### src/source/mem_pkg.sv
package mem_pkg;

	//////////////////////////////////////////////////
	// Memory geometry
	//////////////////////////////////////////////////

	// Word address into the data array
	localparam int mem_addr_w = 14;

	// One memory word
	localparam int mem_data_w = 64;

	// Number of words in the array
	localparam int mem_depth = 16384;

	//////////////////////////////////////////////////
	// Fetch view
	//////////////////////////////////////////////////

	// One instruction is half a memory word
	localparam int instr_w = 32;

	// Word address plus one half-select bit at bit 0
	localparam int fetch_addr_w = mem_addr_w + 1;

	//////////////////////////////////////////////////
	// Access timing
	//////////////////////////////////////////////////

	// Cycles spent in WAIT for every access
	localparam int mem_wait_cycles = 4;

	// Counter only has to reach mem_wait_cycles - 1
	localparam int wait_cnt_w = $clog2(mem_wait_cycles);

	// Returned word seen as a doubleword or as two instructions
	// instr[0] is the low half
	typedef union packed {
		logic [mem_data_w-1:0]   dword;
		logic [1:0][instr_w-1:0] instr;
	} mem_word_u;

endpackage

### src/source/port_arbiter.sv
module port_arbiter (
	input  logic                            clk,
	input  logic                            rst,
	// Fetch client
	input  logic                            fetch_valid,
	input  logic [mem_pkg::fetch_addr_w-1:0] fetch_addr,
	output logic                            fetch_ready,
	output logic                            fetch_done,
	output logic [mem_pkg::instr_w-1:0]      fetch_instr,
	// Load/store client
	input  logic                            ls_valid,
	input  logic                            ls_write,
	input  logic [mem_pkg::mem_addr_w-1:0]   ls_addr,
	input  logic [mem_pkg::mem_data_w-1:0]   ls_wdata,
	output logic                            ls_ready,
	output logic                            ls_done,
	output logic [mem_pkg::mem_data_w-1:0]   ls_rdata,
	// Toward memory_interface
	output logic                            req_valid,
	input  logic                            req_ready,
	output logic                            req_write,
	output logic [mem_pkg::mem_addr_w-1:0]   req_addr,
	output logic [mem_pkg::mem_data_w-1:0]   req_wdata,
	input  logic                            rsp_done,
	input  logic [mem_pkg::mem_data_w-1:0]   rsp_data
);

	import mem_pkg::*;

	// Fetch wins the next tie when set
	logic      prio_fetch;
	logic      sel_fetch;
	logic      accept;
	// Owner of the access in flight
	logic      owner_fetch;
	logic      half_sel;
	mem_word_u rsp_word;

	//////////////////////////////////////////////////
	// Arbitration
	//////////////////////////////////////////////////

	// Fetch takes the port when alone or when it holds priority
	// With no request pending the load/store side is selected
	assign sel_fetch = fetch_valid && (prio_fetch || !ls_valid);

	assign req_valid = fetch_valid || ls_valid;
	assign accept    = req_valid && req_ready;

	// Ready goes only to the selected client
	assign fetch_ready = req_ready && sel_fetch;
	assign ls_ready    = req_ready && !sel_fetch;

	// Fetch is read only
	assign req_write = sel_fetch ? 1'b0 : ls_write;
	// Upper bits of the fetch address pick the word
	assign req_addr  = sel_fetch ? fetch_addr[fetch_addr_w-1:1] : ls_addr;
	assign req_wdata = sel_fetch ? '0 : ls_wdata;

	always_ff @(posedge clk or negedge rst) begin
		if (!rst) begin
			// Load/store first after reset
			prio_fetch  <= 1'b0;
			owner_fetch <= 1'b0;
			half_sel    <= 1'b0;
		end else if (accept) begin
			// Loser of this grant goes first next time
			prio_fetch  <= !sel_fetch;
			owner_fetch <= sel_fetch;
			half_sel    <= fetch_addr[0];
		end
	end

	//////////////////////////////////////////////////
	// Response routing
	//////////////////////////////////////////////////

	assign rsp_word.dword = rsp_data;

	// Done goes to the owner in the same cycle
	assign fetch_done = rsp_done && owner_fetch;
	assign ls_done    = rsp_done && !owner_fetch;

	// Half-select picks one instruction out of the word
	assign fetch_instr = fetch_done ? rsp_word.instr[half_sel] : '0;
	assign ls_rdata    = ls_done ? rsp_word.dword : '0;

endmodule

### config.mk
export PLATFORM = sky130hd
export DESIGN_NAME = port_arbiter
export DESIGN_NICKNAME = d
export VERILOG_FILES = /design/src/source/mem_pkg.sv /design/src/source/port_arbiter.sv
export SDC_FILE = /design/constraint.sdc
export NUM_CORES = 1
export LEC_CHECK = 0
export BUFFER_PORTS_ARGS = -buffer_cell sky130_fd_sc_hd__buf_2
export CORE_AREA = 2 2 135 137
export CTS_CLUSTER_DIAMETER = 60
export CTS_CLUSTER_SIZE = 25
export DETAILED_ROUTE_END_ITERATION = 16
export DIE_AREA = 0 0 137 139
export PLACE_DENSITY = 0.47
export SYNTH_ARGS = -nofsm -noshare
export SYNTH_HDL_FRONTEND = slang
export SYNTH_SLANG_ARGS = --single-unit
### constraint.sdc
create_clock -name clk -period 2.1 [get_ports clk]
set_input_delay 0.105 -clock clk [delete_from_list [all_inputs] [get_ports clk]]
set_output_delay 0.105 -clock clk [all_outputs]
set_load 0.005 [all_outputs]
-- Word level (Yosys, flattened, before mapping)
Cells that the tools add are included.
- order comparisons: 1
- multiplexer cells: 7
- reduce and logical (&&, ||, !) cells: 11
- operator list (kind ; number):
    $mux 64 ; 2
    $mux 32 ; 3
    $mux 14 ; 1
    $logic_and 1x1->1 ; 6
    $logic_not 1->1 ; 3
    $logic_or 1x1->1 ; 2
    $lt 1x2->1 const B ; 1
    $mux 1 ; 1
- bits in registers: 3
- output and inout bits: 180

-- Depth between registers and ports, before layout
- word-level depth: 5
- depth in mapped cells: 4
- gate-level depth less buffers: 3

-- Least setup slack after synthesis
No wires, ideal clock.
- path type: reg2out
- start: reg prio_fetch
- end: out req_addr[0] (netlist name)
- arrival time: 1110 ps
- data required time: 1995 ps
- path slack: 885 ps
- stages on the path, launching flop included: 4
- buffers on the path: 1
- cell sequence: dfrtp_1 > o21ai_4 > buf_12 > mux2_4
- word-level cells in the longest chain between the ends: 3
- ends and longest elaborated chain (element ; RTL line ; source):
    from (decl) ; port_arbiter.sv:31 ; logic prio_fetch;
    from (signal assigned) ; port_arbiter.sv:68 ; prio_fetch <= !sel_fetch;
    $logic_or 1x1->1 ; port_arbiter.sv:45 ; assign sel_fetch = fetch_valid && (prio_fetch || !ls_valid);
    $logic_and 1x1->1 ; port_arbiter.sv:45 ;
    $mux 14 ; port_arbiter.sv:57 ; assign req_addr = sel_fetch ? fetch_addr[fetch_addr_w-1:1] : ls_addr;
    to (decl) ; port_arbiter.sv:22 ; output logic [mem_pkg::mem_addr_w-1:0] req_addr,
Every way passes these cells.

-- Worst setup path after layout
- start: reg prio_fetch
- end: out req_addr[11] (netlist name)
Same word-level chain as after synthesis.

==> flow_summary.yaml <==
sta:
  min_period_ps: 1670
  finalHoldViolCount: 0
  setup_violations: 0
  finClkSkew_ps: 1.82
  max_freq_mhz: 597
  fin_crit_sh: 0.797
  rsz0062_at_grt: "false"
  tightest_slew_ps: 506
  drv_slew: 0
  fin_ws_ps: 426
  slew_headroom: 0.662
  setup_tns_ps: 0
logic_synthesis:
  seq_area_frac_synth: 0.0426
  synth_top_area_share: 0.462
  syn_area_per_cell_um2: 7.10
  syn_inst: 248
  synthDistinctLibCells: 21
  syn-num-nets: 412
  yosys.area.top_type: "and2_1"
  synth_area_um2: 1760
  yosys_warnings: 0
  ys_top_cells_by_area: "and2_1 (46%), mux2i_1 (18%), mux2_4 (12%)"
  ys_ff_latch: 3
floorplan:
  fp-row-count: 49
  fp.dieW_um: 137
  initial_core_util: 0.0997
  die_h_um: 139
  io-pin-count: 344
  dieArea_um2: 19000
  core-area_um2: 17700
clocking:
  postCtsHoldBufs: 1
  path_clk_slew_ps: 30
  clock-sinks: 3
  cts_buffers: 3
  cts_tree: "done"
  root_buffer: "clkbuf_16"
  clock_path_buffers: 2
  post-cts-setup-buffers: 0
  htreeDepth: 1
  clk_latency_ps: 230
  ctsResizeCount: 0
worst_setup_path:
  start_kind: "register"
  rr_worst_depth: 2
  timing.rr.end: "half_sel"
  reg2reg_setup_slack_ps: 1120
  cp-end-kind: "output pin"
  path_max_fanout: 80
  arrival_ps: 1570
  endpoint: "req_addr[11]"
  worst-setup-path-type: "reg2out"
  cp.required_ps: 2000
  r2r-start: "half_sel"
  startpoint: "prio_fetch"
drt:
  drtAntennaViolNets: 0
  dr_total_vias: 2788
  avgViaCountPerCell: 3.45
  drt_iter0_drc: 90
  drt_pass1_iterations: 4
  routed_wl_mm: 9.47
  drc: 0
  wire_per_inst_um: 11.7
layout:
  nFillCells: 1977
  nets: 743
  final_common_cell: "buf_2"
  drive_gt1_frac: 0.640
  area_delta_synth_final_pct: 116
  final_cell_mix: "buf_2 (343), and2_1 (130), mux2i_1 (32), nor2_1 (32), mux2_4 (14)"
  n_antenna_cell: 0
global_route:
  grt_pass1_vias: 2475
  grt-ovfl-total: 0
  grt_max_degree: 81
  track_usage: 0.0866
  use_met3: 0.0113
  antenna_found_initial: 0
  top_usage_layer: "met2"
  grt_pass1_wl_mm: 13.3
  grtUsageMet2: 0.163
  use_met1: 0.107
placement:
  dp_hpwl_mm: 8.04
  portBuffers: 343
  place_ws_ps: 665
  gp_congestion: 0.758
flow_run:
  maxCapViolCount: 0
power_and_ir_drop:
  p_leak_nw: 2.39
  vdd_ir_drop_max_v: 0.000169
  p_per_area_nw_per_um2: 349
run_status:
  status: "finished, final reports clean"
worst_hold_path:
  min_path_type: "in2reg"
[layer usage]
metal,up-vias,wire (µm),part of all wire
met5,-,0,0
met4,0,28,0.0030
met3,3,790,0.083
li1,1433,-,-
met1,1211,3750,0.40
met2,141,4900,0.52
[worst max-delay path, stage by stage, from the launching register on]
cell and delay (ps):
dfrtp_1 410, o21ai_4 160, buf_12 280, mux2_4 330, buf_2 130
[layout make-up]
| type | instances | area [µm²] | area share |
|---|---|---|---|
| clock buffer | 4 | 78.8 | 0.0208 |
| timing repair buffer | 348 | 1790 | 0.473 |
| tap | 229 | 287 | 0.0755 |
| sequential | 3 | 76.3 | 0.0201 |
| inverter | 3 | 11.3 | 0.00297 |
| multi-input combinational | 220 | 1550 | 0.408 |
[report_power, final]
group | switching (mW) | internal, mW | total (mW)
logic | 0.416 | 0.520 | 0.936
clock network | 0.0568 | 0.251 | 0.308
registers | 0.0117 | 0.0682 | 0.0799
[cells in the mapped netlist]
cell and instances:
dfrtp_1 3, buf_6 1, nor2_1 32, and2_1 130, inv_1 2, a21o_1 1, mux2i_1 32, nor2b_1 1
inv_2 1, o21ai_0 1, mux2_2 1, or2_2 1, clkbuf_1 4, o21ai_4 1, nand2_1 5, clkbuf_2 12
buf_12 1, a21oi_1 1, mux2_4 14, buf_2 1, buf_4 3
[stage by stage]
stage | utilization | cell area, µm² | power (mW) | std cells | hold WS, ps
after global placement | 0.210 | 3710 | 1.03 | 802 | -94.6
after CTS | 0.215 | 3790 | 1.35 | 807 | 133
after detailed placement | 0.210 | 3710 | 1.03 | 802 | -95.6
after floorplan | - | 1760 | 0.552 | 248 | -191
final | 0.215 | 3790 | 1.32 | 807 | 128
after global routing | 0.215 | 3790 | 1.44 | 807 | 136
[sequential cells by signal (all words and copies together), names as in the netlist]
name,flops
owner_fetch,1
prio_fetch,1
half_sel,1
[cell families after synthesis]
logic type / share of synthesized area
compound gates: 0.0192
buf+inv: 0.0824
flops: 0.0426
mux: 0.308
simple gates: 0.548
[how the worst min path moves through the flow]
stage	slack (ps)	depth (start not counted)	end	startpoint
2_1_floorplan	-190	0	half_sel	rst
3_3_place_gp	-90	1	prio_fetch	rst
3_5_place_dp	-100	1	prio_fetch	rst
4_1_cts	130	2	half_sel	fetch_addr[0]
5_1_grt	140	2	half_sel	fetch_addr[0]
6_report	130	2	half_sel	fetch_addr[0]
(Power assumes the default switching activity.)
